<file path="config.mk">
export PLATFORM = sky130hd
export DESIGN_NAME = operand_bypass
export DESIGN_NICKNAME = d
export VERILOG_FILES = /design/src/verilog/rr_pkg.sv /design/src/verilog/operand_bypass.sv
export VERILOG_INCLUDE_DIRS = /design/src /design/src/verilog
export SDC_FILE = /design/constraint.sdc
export NUM_CORES = 1
export LEC_CHECK = 0
export BUFFER_PORTS_ARGS = -buffer_cell sky130_fd_sc_hd__buf_2
export CAP_MARGIN = 20
export CORE_AREA = 2 2 88 90
export DETAILED_ROUTE_END_ITERATION = 16
export DIE_AREA = 0 0 90 92
export PLACE_DENSITY = 0.71
export SYNTH_ARGS = -nofsm -noshare
export SYNTH_HDL_FRONTEND = slang
export SYNTH_SLANG_ARGS = --single-unit
</file>
<file path="constraint.sdc">
create_clock -name vclk -period 3.05
set_input_delay 0.1525 -clock vclk [all_inputs]
set_output_delay 0.1525 -clock vclk [all_outputs]
set_load 0.01 [all_outputs]
</file>
<file path="src/verilog/rr_cfg.svh">
`ifndef RR_CFG_SVH
`define RR_CFG_SVH

// ----------------------------------------
// Datapath
// ----------------------------------------

// Integer data width
`define RR_XLEN 32

// ----------------------------------------
// Physical register file
// ----------------------------------------
`define RR_PREG_COUNT 64
`define RR_PREG_AW 6

// ----------------------------------------
// Reorder buffer and micro-op control
// ----------------------------------------

// One kill mask bit per ROB entry
`define RR_ROB_DEPTH 16
`define RR_ROB_TAG_W 4
`define RR_CTRL_W 8

`endif
</file>
<file path="src/verilog/rr_pkg.sv">
`include "rr_cfg.svh"

package rr_pkg;

    // ----------------------------------------
    // Scalar fields
    // ----------------------------------------
    typedef logic [`RR_XLEN-1:0]      xlen_t;
    typedef logic [`RR_PREG_AW-1:0]   preg_addr_t;
    typedef logic [`RR_ROB_TAG_W-1:0] rob_tag_t;
    typedef logic [`RR_CTRL_W-1:0]    uop_ctrl_t;

    // ----------------------------------------
    // Write-back
    // ----------------------------------------

    // One execution unit result toward the register file
    typedef struct packed {
        logic       valid;
        preg_addr_t wb_addr;
        xlen_t      wb_data;
    } wb_port_t;

    // All four write-back sources in bypass priority order
    typedef struct packed {
        wb_port_t alu0;
        wb_port_t alu1;
        wb_port_t muldiv;
        wb_port_t load;
    } wb_bus_t;

    // ----------------------------------------
    // Micro-op payloads
    // ----------------------------------------

    // Issued micro-op as it leaves the issue queue
    typedef struct packed {
        xlen_t      pc;
        xlen_t      immediate;
        // Opaque to this stage and decoded by the execution units
        uop_ctrl_t  ctrl;
        preg_addr_t rd_addr;
        preg_addr_t rs1_addr;
        preg_addr_t rs2_addr;
        rob_tag_t   rob_tag;
    } iq_uop_t;

    // Micro-op with both source operands resolved
    typedef struct packed {
        iq_uop_t uop;
        xlen_t   rs1_data;
        xlen_t   rs2_data;
    } rr_pack_t;

    // ----------------------------------------
    // Pipeline control
    // ----------------------------------------
    typedef struct packed {
        logic                     recovery_stall;
        // Set bit means the ROB entry with that tag is squashed
        logic [`RR_ROB_DEPTH-1:0] kill_mask;
        logic                     load_wakeup_fail;
        logic                     int_iq_stall;
        logic                     rr_mem_stall;
    } pipe_ctrl_t;

endpackage

</file>
<file path="src/verilog/operand_bypass.sv">
`include "rr_cfg.svh"

module operand_bypass (
    input  logic [`RR_PREG_AW-1:0] rs_addr,
    input  logic [`RR_XLEN-1:0]    prf_data,
    input  rr_pkg::wb_bus_t        wb,
    output logic [`RR_XLEN-1:0]    operand
);

    logic hit_alu0;
    logic hit_alu1;
    logic hit_muldiv;
    logic hit_load;

    // Match of the source against each write-back port
    assign hit_alu0   = wb.alu0.valid   && (wb.alu0.wb_addr   == rs_addr);
    assign hit_alu1   = wb.alu1.valid   && (wb.alu1.wb_addr   == rs_addr);
    assign hit_muldiv = wb.muldiv.valid && (wb.muldiv.wb_addr == rs_addr);
    assign hit_load   = wb.load.valid   && (wb.load.wb_addr   == rs_addr);

    // Zero register first, then write-back in fixed order, then the file
    always_comb begin
        if (rs_addr == '0) begin
            operand = '0;
        end else if (hit_alu0) begin
            operand = wb.alu0.wb_data;
        end else if (hit_alu1) begin
            operand = wb.alu1.wb_data;
        end else if (hit_muldiv) begin
            operand = wb.muldiv.wb_data;
        end else if (hit_load) begin
            operand = wb.load.wb_data;
        end else begin
            operand = prf_data;
        end
    end

endmodule

</file>
After elaboration in Yosys (flattened, before gate mapping)
Cells that the tools add are included.
- multiplexer cells: 5
- equality and inequality tests: 4
- reduce and logical (&&, ||, !) cells: 5
- operator list (kind ; count):
    2-to-1 mux 32 bit ; 5
    equality test 6 bit ; 4
    logical NOT 6 bit ; 1
    logical AND 1 bit ; 4
- logic and storage cells: 14
- bits in registers: 0
- output and inout bits: 32

Longest topological paths before layout
- word-level depth: 7
- depth in mapped cells: 8
- depth with buffers taken out: 5

Worst setup path after synthesis
No wires, ideal clock.
- path kind: input port to output port
- from: in rs_addr[5]
- to: out operand[10]
- cell stages on the path: 6
- data required time: 2897 ps
- path slack: 1413 ps
- arrival time: 1485 ps
- cell sequence: buf_2 -> xor2_1 -> or4_4 -> buf_6 -> buf_2 -> a31oi_1
- cells in the longest elaborated chain, start to end: 7
- ends and longest elaborated chain (element ; line ; source):
    from (decl) ; operand_bypass.sv:4 ; input logic [`RR_PREG_AW-1:0] rs_addr,
    equality test 6 bit ; operand_bypass.sv:19 ; assign hit_load = wb.load.valid && (wb.load.wb_addr == rs_addr);
    logical AND 1 bit ; operand_bypass.sv:19 ;
    2-to-1 mux 32 bit ; operand_bypass.sv:31 ; end else if (hit_load) begin
    2-to-1 mux 32 bit ; operand_bypass.sv:29 ; end else if (hit_muldiv) begin
    2-to-1 mux 32 bit ; operand_bypass.sv:27 ; end else if (hit_alu1) begin
    2-to-1 mux 32 bit ; operand_bypass.sv:25 ; end else if (hit_alu0) begin
    2-to-1 mux 32 bit (*) ; operand_bypass.sv:23 ; if (rs_addr == '0) begin
    to (decl) ; operand_bypass.sv:7 ; output logic [`RR_XLEN-1:0] operand
Mark *: on every way between the ends. The rest lies on a longest branch, timed or not.

Final worst setup path
- from: in rs_addr[0]
- to: out operand[31]
Same word-level chain as after synthesis.

==> impl_metrics.py <==
metrics = {
    "synthesis": {
        "ys_seq_area_share_pct": 0,
        "ys_top_cells_by_count": "nand2_1, a31oi_1, and3_1, nand3b_1, o311ai_1",
        "postSynthAreaPerCell_um2": 6.71,
        "synthCells": 307,
        "syn-num-nets": 501,
        "yosysWarnings": 0,
        "yosys-top-cells-area": "o311ai_1, nand3b_1, a21boi_0",
        "synth_top_area_share_pct": 13.6,
        "post-synth-top-area-cell": "o311ai_1",
        "synth.distinct_cells": 26,
        "syn_area_um2": 2060,
        "yosysMostFrequentCell": "nand2_1",
    },
    "sta": {
        "maxSlewViolCount": 0,
        "fin_tns_setup_ns": 0,
        "setup_viol": 0,
        "rsz0062_at_grt": "false",
        "worst_pin_slew_ns": 0.607,
        "finalCriticalPeriod_ns": 2.23,
        "hold_slack_ns": 0.641,
        "finalHoldViolCount": 0,
        "slew_headroom_pct": 59.5,
        "fmax_mhz": 448,
        "post-route-period-util_pct": 73.1,
    },
    "layout": {
        "area_growth_pct": 52.0,
        "n_sequential_cell": 0,
        "multiInputGateArea_um2": 1780,
        "fin_nets": 693,
        "fin_util_pct": 42.1,
        "nClkBuffers": 0,
        "diodes": 0,
        "final_layout_size_suffix_gt1_share_pct": 48.7,
        "fillCellCount": 805,
        "seq_area_um2": 0,
    },
    "clock_tree": {
        "hold_buffers": 0,
        "postCtsSetupBuffers": 0,
        "ctsResizeCount": 0,
    },
    "drt": {
        "wl_per_cell_um": 14.9,
        "via_count": 3184,
        "route.detailed.drc": 0,
        "via_per_inst": 5.32,
        "drt-total-wl_um": 8900,
        "firstDrtPassIters": 4,
        "ant_nets": 0,
        "drt-initial-drc-count": 152,
    },
    "placed_design": {
        "dp_hpwl_um": 6880,
        "place_congestion": 0.999,
        "io_buffers": 226,
    },
    "worst_setup_path": {
        "criticalPathCategory": "input pin to primary output",
        "critPathCaptureType": "primary output",
        "cp_data_arrival_time_ns": 2.08,
        "cp_max_fo": 33,
        "critPathRequiredTime_ns": 2.90,
        "startpoint_type": "input pin",
    },
    "grt": {
        "gr-usage-all-layers_pct": 19.5,
        "antenna_found_initial": 0,
        "grt_pass1_wl_um": 13900,
        "grt_pass1_vias": 3012,
        "gr-total-overflow": 0,
        "grt_start_max_net_pins": 65,
    },
    "floorplanning": {
        "rows": 32,
        "die-area_um2": 8280,
        "die_h_um": 92,
        "die_width_um": 90,
        "ios": 226,
        "start_util_pct": 27.7,
        "core_area_um2": 7450,
    },
    "run": {
        "maxCapViolCount": 0,
    },
    "power": {
        "p_leak_uw": 0.00154,
        "powerDensity_nw_per_um2": 114,
        "ir_drop_mv": 0.0640,
    },
    "status": {
        "outcome": "finished clean",
    },
    "worst_hold_path": {
        "hp-class": "input pin to primary output",
    },
}
placed cells by master (no fill, tap or decap):
| cell | count |
|---|---|
| a21boi_0 | 30 |
| a21boi_1 | 2 |
| a31oi_1 | 32 |
| and2_4 | 1 |
| and3_1 | 32 |
| and4_2 | 1 |
| and4_4 | 1 |
| buf_12 | 1 |
| buf_2 | 226 |
| buf_4 | 6 |
| buf_8 | 2 |
| nand2_1 | 34 |
| nand3b_1 | 32 |
| nand4_1 | 2 |
| nor2_1 | 1 |
| nor3_4 | 3 |
| nor4_1 | 1 |
| o21ai_0 | 20 |
| o21ai_1 | 12 |
| o311ai_1 | 32 |
| or3_1 | 1 |
| or4_4 | 1 |
| xnor2_1 | 14 |
| xor2_1 | 10 |
metrics by stage:
stage / instances / setup slack (ns) / power [uW] / cell area [um2]
3_3_place_gp: 597 / 0.524 / 352 / 3100
3_5_place_dp: 597 / 0.552 / 356 / 3100
4_1_cts: 597 / 0.543 / 357 / 3100
2_1_floorplan: 307 / 1.41 / 185 / 2060
6_report: 599 / 0.820 / 358 / 3130
5_1_grt: 599 / 0.681 / 392 / 3130
layout make-up:
cell class,count,area share [%]
multi-input cells,262,56.8
well taps,102,4.08
repair buffers,235,39.2
critical path, cell delays in order:
cell and delay, ns:
buf_2 0.14, xnor2_1 0.16, and4_4 0.51, and2_4 0.45, o311ai_1 0.23, a31oi_1 0.26
buf_2 0.17
layer usage:
metal	share of wire (%)	track usage [%]
met2	48	34.6
met1	43	25.5
met5	0	0
met3	7.5	2.30
met4	2.1	3.85
path summary, 6_finish.rpt:
check	start	endpoint	slack [ns]	depth (start not counted)
min	wb[89]	operand[11]	0.64	4
max	rs_addr[0]	operand[31]	0.82	7
cell families (layout without fill, tap and decap cells):
kind of cell           after synthesis  count (layout)  share of synthesized area [%]
XOR/XNOR                            24              24                           10.2
AO/OA/AOI/OAI                      128             128                           42.7
AND/OR/NAND/NOR                    110             110                           33.0
buffers and inverters               45             235                           14.1
where the power goes:
| part | total (uW) | switching [uW] | leakage (uW) | internal, uW |
|---|---|---|---|---|
| registers | 0 | 0 | 0 | 0 |
| clock network | 0 | 0 | 0 | 0 |
| logic | 358 | 169 | 0.00154 | 189 |
| total | 358 | 169 | 0.00154 | 189 |
No activity file was read; power rests on OpenSTA's default activity.
