--- src/verilog/rr_cfg.svh ---
`ifndef RR_CFG_SVH
`define RR_CFG_SVH

// ----------------------------------------
// Datapath
// ----------------------------------------

// Integer data width
`define RR_XLEN 32

// ----------------------------------------
// Physical register file
// ----------------------------------------
`define RR_PREG_COUNT 64
`define RR_PREG_AW 6

// ----------------------------------------
// Reorder buffer and micro-op control
// ----------------------------------------

// One kill mask bit per ROB entry
`define RR_ROB_DEPTH 16
`define RR_ROB_TAG_W 4
`define RR_CTRL_W 8

`endif
--- src/verilog/rr_pkg.sv ---
`include "rr_cfg.svh"

package rr_pkg;

    // ----------------------------------------
    // Scalar fields
    // ----------------------------------------
    typedef logic [`RR_XLEN-1:0]      xlen_t;
    typedef logic [`RR_PREG_AW-1:0]   preg_addr_t;
    typedef logic [`RR_ROB_TAG_W-1:0] rob_tag_t;
    typedef logic [`RR_CTRL_W-1:0]    uop_ctrl_t;

    // ----------------------------------------
    // Write-back
    // ----------------------------------------

    // One execution unit result toward the register file
    typedef struct packed {
        logic       valid;
        preg_addr_t wb_addr;
        xlen_t      wb_data;
    } wb_port_t;

    // All four write-back sources in bypass priority order
    typedef struct packed {
        wb_port_t alu0;
        wb_port_t alu1;
        wb_port_t muldiv;
        wb_port_t load;
    } wb_bus_t;

    // ----------------------------------------
    // Micro-op payloads
    // ----------------------------------------

    // Issued micro-op as it leaves the issue queue
    typedef struct packed {
        xlen_t      pc;
        xlen_t      immediate;
        // Opaque to this stage and decoded by the execution units
        uop_ctrl_t  ctrl;
        preg_addr_t rd_addr;
        preg_addr_t rs1_addr;
        preg_addr_t rs2_addr;
        rob_tag_t   rob_tag;
    } iq_uop_t;

    // Micro-op with both source operands resolved
    typedef struct packed {
        iq_uop_t uop;
        xlen_t   rs1_data;
        xlen_t   rs2_data;
    } rr_pack_t;

    // ----------------------------------------
    // Pipeline control
    // ----------------------------------------
    typedef struct packed {
        logic                     recovery_stall;
        // Set bit means the ROB entry with that tag is squashed
        logic [`RR_ROB_DEPTH-1:0] kill_mask;
        logic                     load_wakeup_fail;
        logic                     int_iq_stall;
        logic                     rr_mem_stall;
    } pipe_ctrl_t;

endpackage

--- src/verilog/issue_lane_reg.sv ---
`include "rr_cfg.svh"

module issue_lane_reg #(
    parameter bit is_mem_lane = 1'b0
) (
    input  logic               clk,
    input  logic               rst,
    input  logic               in_valid,
    input  rr_pkg::rr_pack_t   in_pack,
    input  rr_pkg::pipe_ctrl_t pipe_ctrl,
    output logic               out_valid,
    output rr_pkg::rr_pack_t   out_pack
);

    logic                     hold_pack;
    logic                     flush;
    logic                     killed;
    logic [`RR_ROB_TAG_W-1:0] held_tag;

    // ----------------------------------------
    // Stall and kill decode
    // ----------------------------------------

    // Memory lane also waits on the memory pipe
    assign hold_pack = pipe_ctrl.recovery_stall
                     || (is_mem_lane && pipe_ctrl.rr_mem_stall);

    // Integer queue stall only squashes the integer lanes
    assign flush = pipe_ctrl.load_wakeup_fail
                 || (!is_mem_lane && pipe_ctrl.int_iq_stall);

    // Kill lookup uses the tag of the entry currently held
    assign held_tag = out_pack.uop.rob_tag;
    assign killed   = pipe_ctrl.kill_mask[held_tag];

    // ----------------------------------------
    // Payload
    // ----------------------------------------
    always_ff @(posedge clk) begin
        if (rst) begin
            out_pack <= '0;
        end else if (!hold_pack) begin
            out_pack <= in_pack;
        end
    end

    // ----------------------------------------
    // Valid
    // ----------------------------------------

    // Valid follows the input even under rr_mem_stall
    always_ff @(posedge clk) begin
        if (rst) begin
            out_valid <= 1'b0;
        end else if (pipe_ctrl.recovery_stall) begin
            if (killed) begin
                out_valid <= 1'b0;
            end
        end else if (flush) begin
            out_valid <= 1'b0;
        end else begin
            out_valid <= in_valid;
        end
    end

endmodule

--- config.mk ---
export PLATFORM = sky130hd
export DESIGN_NAME = issue_lane_reg
export DESIGN_NICKNAME = d
export VERILOG_FILES = /design/src/verilog/rr_pkg.sv /design/src/verilog/issue_lane_reg.sv
export VERILOG_INCLUDE_DIRS = /design/src /design/src/verilog
export SDC_FILE = /design/constraint.sdc
export NUM_CORES = 1
export LEC_CHECK = 0
export ABC_CLOCK_PERIOD_IN_PS = 1550
export BUFFER_PORTS_ARGS = -buffer_cell sky130_fd_sc_hd__buf_2
export CORE_AREA = 5 5 131 133
export DETAILED_ROUTE_END_ITERATION = 8
export DIE_AREA = 0 0 136 138
export HOLD_SLACK_MARGIN = 0.02
export PLACE_DENSITY = 0.71
export SYNTH_ARGS = -nofsm -noshare
export SYNTH_HDL_FRONTEND = slang
export SYNTH_SLANG_ARGS = --single-unit
--- constraint.sdc ---
create_clock -name clk -period 1.55 [get_ports clk]
set_clock_uncertainty 0.05 [all_clocks]
set_input_delay 0.31 -clock clk [delete_from_list [all_inputs] [get_ports clk]]
set_output_delay 0.31 -clock clk [all_outputs]
set_load 0.02 [all_outputs]
# Word level (Yosys, flattened, before mapping)
# Index checks and enable logic that the tools add are counted.
totals:
  regBits: 159
  inputBits: 181
  out_inout_bits: 159
  word_cells: 18
classes:
  n_lt_le_gt_ge: 1
  n_eq_ne: 1
  muxes: 5
  reduce_logical: 1
op_table:
  columns: ["operator", "count"]
  rows:
  - ["$lt 4x5->1 const B", 1]
  - ["$bmux 1 s4", 1]
  - ["$mux 1", 4]
  - ["$ne 2x1->1 const B", 1]
  - ["$logic_or 1x1->1", 1]

# Longest topological paths before layout
# Gate-level depths: netlist of run 1.
logic_depth:
  depth_word: 4
  mapped_depth: 5
  ltp_nobuf: 3

# Worst setup path after synthesis of run 1
# OpenSTA, ideal clock, no wires.
synth_path:
  path_type: "flip-flop to flip-flop"
  start: "register out_pack (netlist bit held_tag[0])"
  end: "register out_valid"
  setup_ns: 0.069
  t_arrival_ns: 1.735
  t_required_ns: 1.431
  path_slack_ns: -0.304
  stages_incl_launch_ff: 5
  path_buffers: 1
  period_less_slack_ns: 1.854
  cell_sequence: "dfxtp_1 -> clkbuf_2 -> mux4_1 -> mux4_2 -> o21ai_1"
synth_via:
  elab_chain_len: 3
synth_lines:
  columns: ["item", "line_no", "rtl"]
  rows:
  - ["start: declaration", "issue_lane_reg.sv:12", "output rr_pkg::rr_pack_t out_pack"]
  - ["start signal: assignment", "issue_lane_reg.sv:43", "out_pack <= in_pack;"]
  - ["$bmux 1 s4", "issue_lane_reg.sv:34", "assign killed = pipe_ctrl.kill_mask[held_tag];"]
  - ["$mux 1 (implied by the code)", "issue_lane_reg.sv:34", null]
  - ["$ne 2x1->1 (no source line)", null, null]
  - ["end signal: assignment", "issue_lane_reg.sv:62", "out_valid <= in_valid;"]
  - ["end: declaration", "issue_lane_reg.sv:11", "output logic out_valid,"]
# Every way passes these cells. The select of a mux whose other input is x is not followed.
# A chain may end at the register's enable or synchronous reset.

# Worst setup path in the final report of run 1
# Ends and elaborated chain as after synthesis.

==> run_results.csv, run 1 <==
group,metric,value,unit
critical_path,critical_path_class,"reg2reg",
layout,final_cells,1095,
hold_path,hold_end,"out_pack[129]$_SDFFE_PP0N_",
logic_synthesis,yosysSeqAreaShare,56.2,%
die,io_pins,340,
global_routing,globalRoute.totalOverflow,0,
logic_synthesis,synth.area.mux_share,30.2,%
placed_design,hpwl,13.0,mm
route,drtIter0Drc,134,
logic_synthesis,synth_top_cells_by_area,"sky130_fd_sc_hd__dfxtp_1 56%, sky130_fd_sc_hd__mux2i_1 28%, sky130_fd_sc_hd__nor2_1 10%",
critical_path,crit_path_start_kind,"register",
clock_network,post-cts-setup-buffer-count,0,
route,dr_wl_cell,15.4,µm
die,die-area,18800,µm²
die,num_rows,46,
critical_path,crit-reg2reg-capture,"out_valid$_SDFFE_PP0P_",
critical_path,critical_path_most_common_cell,"sky130_fd_sc_hd__mux4_2",
layout,drive_gt1_share,45.7,%
logic_synthesis,ys_seq_elements,159,
global_routing,busiest_layer,"met2",
critical_path,reg2reg_slack,-0.06,ns
power_and_ir_drop,peak_ir_drop_on_the_vdd_network,0.000659,V
placed_design,portBuffers,338,
layout,final_core_util,52.9,%
logic_synthesis,synthesized_area_fraction_occupied_by_and_or_nand_nor_cells,10.8,%
clock_network,tritoncts,"done",
logic_synthesis,ys_types,12,
logic_synthesis,synth.net_count,702,
critical_path,regToRegStartpoint,"held_tag[0]$_SDFFE_PP0N_",
clock_network,clk_pin_slew_worst_paths,0.07,ns
timing,final_max_slew_viol_count,0,
global_routing,grt_util_all_layers,17.1,%
clock_network,numCtsBuffers,17,
global_routing,grt_start_max_net_pins,82,
route,drt_first_pass_iters,4,
hold_path,class_of_the_most_critical_hold_timing_path,"in2reg",
critical_path,rr_worst_depth,3,
logic_synthesis,yosys.area.top_type_share,56.2,%
logic_synthesis,post_synth_instance_area,5670,µm²
logic_synthesis,dominant_combinational_cell_family_by_area_after_synthesis,"multiplexers",
timing,setup_ws,-0.0553,ns
critical_path,critical-path-top-delay-family,"multiplexers",
die,floorplan.die.height,138,µm
die,floorplan.core_area,15700,µm²
logic_synthesis,synth_top_area_cell,"sky130_fd_sc_hd__dfxtp_1",
clock_network,clock_latency,0.41,ns
power_and_ir_drop,power.static_leakage,4.52,nW
timing,finalCritPeriodShare,104,%
hold_path,min-delay-start,"in_pack[129]",
timing,layout_min_cycle_time,1.61,ns
die,die_w,136,µm
layout,area_growth,46.8,%
status,violations,"setup timing",
critical_path,worst-endpoint-required,1.85,ns
critical_path,cp.arrival,1.90,ns
critical_path,timing.critical_path.slowest_stage_cell,"sky130_fd_sc_hd__mux4_2",
timing,final_hold_viol_count,0,
timing,grt_setup_unrepaired,"yes",
timing,fmaxAchievable,623,MHz
route,via_count,4856,
critical_path,crit_path_cell_trace,"mux4_2 -> mux4_2 -> o21ai_2",
route,ant_nets,0,
placed_design,finalWeightedCongestion,0.799,
run,maxCapViolCount,0,
logic_synthesis,xor_and_xnor_fraction_of_the_mapped_netlist_area,0,%
clock_network,clock_path_buffers,2,
power_and_ir_drop,post_route_total_power,9.88,mW
logic_synthesis,synth_compound_gate_area_share,0.0883,%
layout,number_of_nets_in_the_final_layout,1047,
global_routing,gr-usage-met3,7.95,%
clock_network,cts_root_buf,"sky130_fd_sc_hd__clkbuf_16",
global_routing,globalRouteMet2Util,29.9,%
route,drt_wl_total,16.8,mm
layout,antenna_cells,0,
clock_network,clock_sink_count,159,
clock_network,htree_num_levels,4,
critical_path,cp.buffers_inverters,0,
critical_path,cp_slowest_stage_delay,0.50,ns
critical_path,crit_path_max_fanout,5,
route,detailed_route_vias_per_instance,4.43,
global_routing,first_global_vias,4851,
status,outcome,"finished, violations left",
logic_synthesis,syn_inst,521,
power_and_ir_drop,cellPowerDensity,1190,nW/µm²
placed_design,cell_total_after_placement,1063,
timing,worst_pin_slew,0.410,ns
timing,finalSetupViolations,1,
timing,maxSlewHeadroom,72.7,%
global_routing,grt_antenna_before_repair,2,
critical_path,critPathCaptureType,"register",
clock_network,cts_hold_repair.buffers,0,
logic_synthesis,syn_area_per_cell,10.9,µm²
die,initial_utilization,36.1,%
clock_network,postCtsResizedCells,1,
global_routing,grt_pass1_wl,25.4,mm
global_routing,grtUsageMet1,18.2,%
logic_synthesis,yosys_warnings,0,
logic_synthesis,synth_fa_ha_area_share,0,%
hold_path,min_delay_path_depth,3,
route,drc,0,
[layer usage]
metal / wire (µm) / part of all wire (%) / vias to the layer above
li1: - / - / 2421
met1: 6350 / 38 / 2195
met2: 8450 / 50 / 212
met3: 1720 / 10 / 24
met4: 274 / 1.6 / 4
met5: 27 / 0.16 / -
[through the flow]
step                setup WS [ns]  area, µm²  hold slack (ns)  TNS, ns
finish                    -0.0553       8320           0.0718  -0.0553
global route               -0.108       8320           0.0523   -0.108
CTS                       -0.0558       8310           0.0490  -0.0558
detailed placement        -0.0425       7750            0.428  -0.0425
global placement          -0.0124       7750            0.419  -0.0124
floorplan                  -0.124       5660            0.403   -0.124
[placed cells by master, fill, tap and decap left out, drive strengths merged]
cell type	count
buf	362
dfxtp	159
mux2i	158
nor2	158
clkbuf	19
clkinv	8
mux4	5
inv	5
nand3b	2
nor3	1
o21ai	1
bufinv	1
[synth_stat cells, drive strengths merged]
master,instances
dfxtp,159
mux2i,158
nor2,158
clkbuf,24
buf,13
mux4,5
nand3b,2
nor3,1
o21ai,1
[power breakdown]
part / switching [mW] / leakage, nW / internal [mW]
logic: 0.794 / 2.93 / 0.643
clock network: 1.75 / 0.283 / 2.25
registers: 0.123 / 1.31 / 4.33
total: 2.66 / 4.52 / 7.22
[kinds of logic after synthesis]
family	Yosys count
buffers and inverters	37
AOI/OAI and AO/OA	1
and+or+nand+nor	161
DFF	159
muxes	163
[final cells by class]
| cell class | count | area, µm² |
|---|---|---|
| Sequential cell | 159 | 3190 |
| Fill cell | 1477 | 7400 |
| Clock buffer | 18 | 429 |
| Tap cell | 216 | 270 |
| Clock inverter | 14 | 134 |
| Multi-Input combinational cell | 325 | 2320 |
| Timing Repair Buffer | 363 | 1980 |
[worst max-delay path by stage]
stage                                  start                     end  slack, ns  cells past startpoint
floorplan           held_tag[0]$_SDFFE_PP0N_  out_valid$_SDFFE_PP0P_      -0.12                      4
finish              held_tag[0]$_SDFFE_PP0N_  out_valid$_SDFFE_PP0P_      -0.06                      3
CTS                 held_tag[0]$_SDFFE_PP0N_  out_valid$_SDFFE_PP0P_      -0.06                      3
global route        held_tag[0]$_SDFFE_PP0N_  out_valid$_SDFFE_PP0P_      -0.11                      3
global placement    held_tag[0]$_SDFFE_PP0N_  out_valid$_SDFFE_PP0P_      -0.01                      3
detailed placement  held_tag[0]$_SDFFE_PP0N_  out_valid$_SDFFE_PP0P_      -0.04                      3
[tightest hold or removal path, stage by stage]
cell and delay, ns:
sky130_fd_sc_hd__buf_2 0.07, sky130_fd_sc_hd__mux2i_1 0.05, sky130_fd_sc_hd__nor2_1 0.07
[registers in the layout (all words and copies together) (netlist names)]
signal / flops
held_tag: 4
out_pack: 154
out_valid: 1
Power figures use the tool's default switching activity.
==> run 2: changes to the inputs <==
Settings changed: CORE_AREA 5 5 131 133 to not set, CORE_ASPECT_RATIO set to 0.75, CORE_MARGIN set to 5, CORE_UTILIZATION set to 39, DIE_AREA 0 0 136 138 to not set, PLACE_DENSITY 0.71 to 0.76.
==> run 2 against run 1 <==
Effect of this change:
- the flow still finishes with violations (setup timing)
- design area fell by 1.3%
- wire length shrank 5.0%
- count of clock-buffer cells in the layout is 2 higher
- critical path depth did not move
- fmax barely moved
- utilization up 4.2 points
- via count down 0.41%
- clock power decreased by 1%
- cell count fell by 2.6%
- hold slack gained 0.0043 ns
- largest power group unchanged
- sequential power is essentially flat
==> run_results.csv, run 2 (same netlist as run 1, synthesis figures left out) <==
group,metric,value,unit
status,outcome,"finished, violations left",
status,violations,"setup timing",
layout,area_growth,44.9,%
clock_network,htree_num_levels,4,
clock_network,clock_path_buffers,2,
layout,largest_register_ffs,154,
route,drt_first_pass_iters,4,
critical_path,worst-endpoint-required,1.84,ns
global_routing,grt_antenna_before_repair,2,
hold_path,class_of_the_most_critical_hold_timing_path,"in2reg",
clock_network,cts_hold_repair.buffers,0,
clock_network,clock_sink_count,159,
power_and_ir_drop,internal_cell_power,7.26,mW
critical_path,critical_path_most_common_cell,"sky130_fd_sc_hd__mux4_2",
global_routing,grtUsageMet1,19.3,%
global_routing,busiest_layer,"met2",
die,die-area,17100,µm²
critical_path,cp_slowest_stage_delay,0.51,ns
global_routing,gr-usage-met3,7.99,%
die,io_pins,340,
timing,fin_worst_hold_slack,0.0761,ns
run,maxCapViolCount,0,
power_and_ir_drop,pwr-share-clk,40.1,%
route,dr_wl_cell,15.0,µm
placed_design,dpl-instance-area,7640,µm²
critical_path,critical-path-top-delay-family,"multiplexers",
layout,antenna_cells,0,
global_routing,grt_pass1_wl,24.5,mm
critical_path,critical_path_class,"reg2reg",
timing,finalSetupViolations,1,
layout,fill_cells,1294,
power_and_ir_drop,post_route_total_power,9.81,mW
layout,drive_gt1_share,44.8,%
timing,layout_min_cycle_time,1.61,ns
clock_network,numCtsBuffers,17,
layout,number_of_nets_in_the_final_layout,1036,
timing,fmaxAchievable,623,MHz
timing,setup_ws,-0.0557,ns
power_and_ir_drop,power.static_leakage,4.44,nW
global_routing,globalRoute.totalOverflow,0,
route,ant_nets,0,
power_and_ir_drop,power_switching_share,26.0,%
critical_path,crit_path_start_kind,"register",
die,initial_utilization,39.5,%
critical_path,cp.arrival,1.90,ns
layout,top_register,"out_pack",
global_routing,globalRouteMet2Util,32.4,%
placed_design,finalWeightedCongestion,0.804,
timing,worst_pin_slew,0.299,ns
critical_path,critPathCaptureType,"register",
critical_path,cp.buffers_inverters,0,
route,drtIter0Drc,124,
layout,most_frequent_standard_cell_in_the_layout_excluding_fill_and_tap_cells,"sky130_fd_sc_hd__buf_2",
power_and_ir_drop,comb_power_share,14.4,%
route,via_count,4836,
power_and_ir_drop,peak_ir_drop_on_the_vdd_network,0.000867,V
global_routing,grt_start_max_net_pins,69,
global_routing,grt_util_all_layers,18.1,%
global_routing,first_global_vias,4953,
placed_design,cell_total_after_placement,1036,
power_and_ir_drop,pwr-share-seq,45.4,%
clock_network,clock_latency,0.40,ns
critical_path,crit_path_max_fanout,5,
clock_network,cts_root_buf,"sky130_fd_sc_hd__clkbuf_16",
timing,final_max_slew_viol_count,0,
layout,final_cells,1067,
die,floorplan.die.height,114,µm
route,drt_wl_total,16.0,mm
clock_network,clk_pin_slew_worst_paths,0.07,ns
placed_design,place_worst_setup_slack,-0.0564,ns
route,detailed_route_vias_per_instance,4.53,
layout,leading_cell_types_in_the_layout_fill_and_taps_excluded,"336 x sky130_fd_sc_hd__buf_2, 158 x sky130_fd_sc_hd__mux2i_1, 158 x sky130_fd_sc_hd__nor2_1, 158 x sky130_fd_sc_hd__dfxtp_1, 17 x sky130_fd_sc_hd__clkbuf_16",
die,num_rows,38,
timing,fin_setup_tns,-0.0557,ns
route,drc,0,
die,floorplan.core_area,14400,µm²
clock_network,tritoncts,"done",
layout,postLayoutCellArea,8210,µm²
power_and_ir_drop,net-switching-power,2.55,mW
layout,final_core_util,57.2,%
die,die_w,149,µm
critical_path,crit_path_cell_trace,"mux4_2 -> mux4_2 -> o21ai_1",
timing,maxSlewHeadroom,80.1,%
critical_path,timing.critical_path.slowest_stage_cell,"sky130_fd_sc_hd__mux4_2",
timing,finalCritPeriodShare,104,%
timing,final_hold_viol_count,0,
power_and_ir_drop,cellPowerDensity,1190,nW/µm²
placed_design,portBuffers,338,
timing,grt_setup_unrepaired,"yes",
placed_design,hpwl,12.4,mm
-- run 2: worst min-delay path, cell delays in order --
cell and delay [ns]:
sky130_fd_sc_hd__buf_2 0.07, sky130_fd_sc_hd__mux2i_1 0.05, sky130_fd_sc_hd__nor2_1 0.07
-- run 2: cell type report --
class | instances | area, µm² | area share (%)
clock inverters | 11 | 108 | 1.31
well taps | 200 | 250 | 3.05
repair buffers | 352 | 1900 | 23.1
multi-input cells | 325 | 2310 | 28.2
flip-flops and latches | 159 | 3190 | 38.8
clock buffers | 20 | 457 | 5.56
-- run 2: path summary, 6_finish.rpt --
check                            start                   endpoint  slack (ns)  cells past startpoint
min                        in_pack[98]  out_pack[98]$_SDFFE_PP0N_        0.08                      3
max           held_tag[0]$_SDFFE_PP0N_     out_valid$_SDFFE_PP0P_       -0.06                      3
min reg2reg  out_pack[15]$_SDFFE_PP0N_  out_pack[15]$_SDFFE_PP0N_        0.43                      2
max reg2reg   held_tag[0]$_SDFFE_PP0N_     out_valid$_SDFFE_PP0P_       -0.06                      3
-- run 2: repair_timing --
action | in CTS | in global routing
endpoints found under the setup margin | 1 | 1
pin swaps | 0 | 0
setup buffers | 0 | 0
gates resized for setup | 0 | 0
cloned | 0 | 0
-- run 2: power by group through the flow --
stage | sequential (mW) | combinational [mW] | clock (mW)
6_report | 4.45 | 1.42 | 3.94
5_1_grt | 4.48 | 1.54 | 4.22
4_1_cts | 4.46 | 1.44 | 4.02
3_5_place_dp | 4.54 | 1.43 | 0
3_3_place_gp | 4.53 | 1.40 | 0
2_1_floorplan | 4.84 | 0.518 | 0
-- run 2: metal layers --
layer  share of wire (%)  routed length (µm)
met1                  38                6080
met2                  51                8110
met3                 9.6                1540
met4                 1.4                 222
met5                0.16                  25
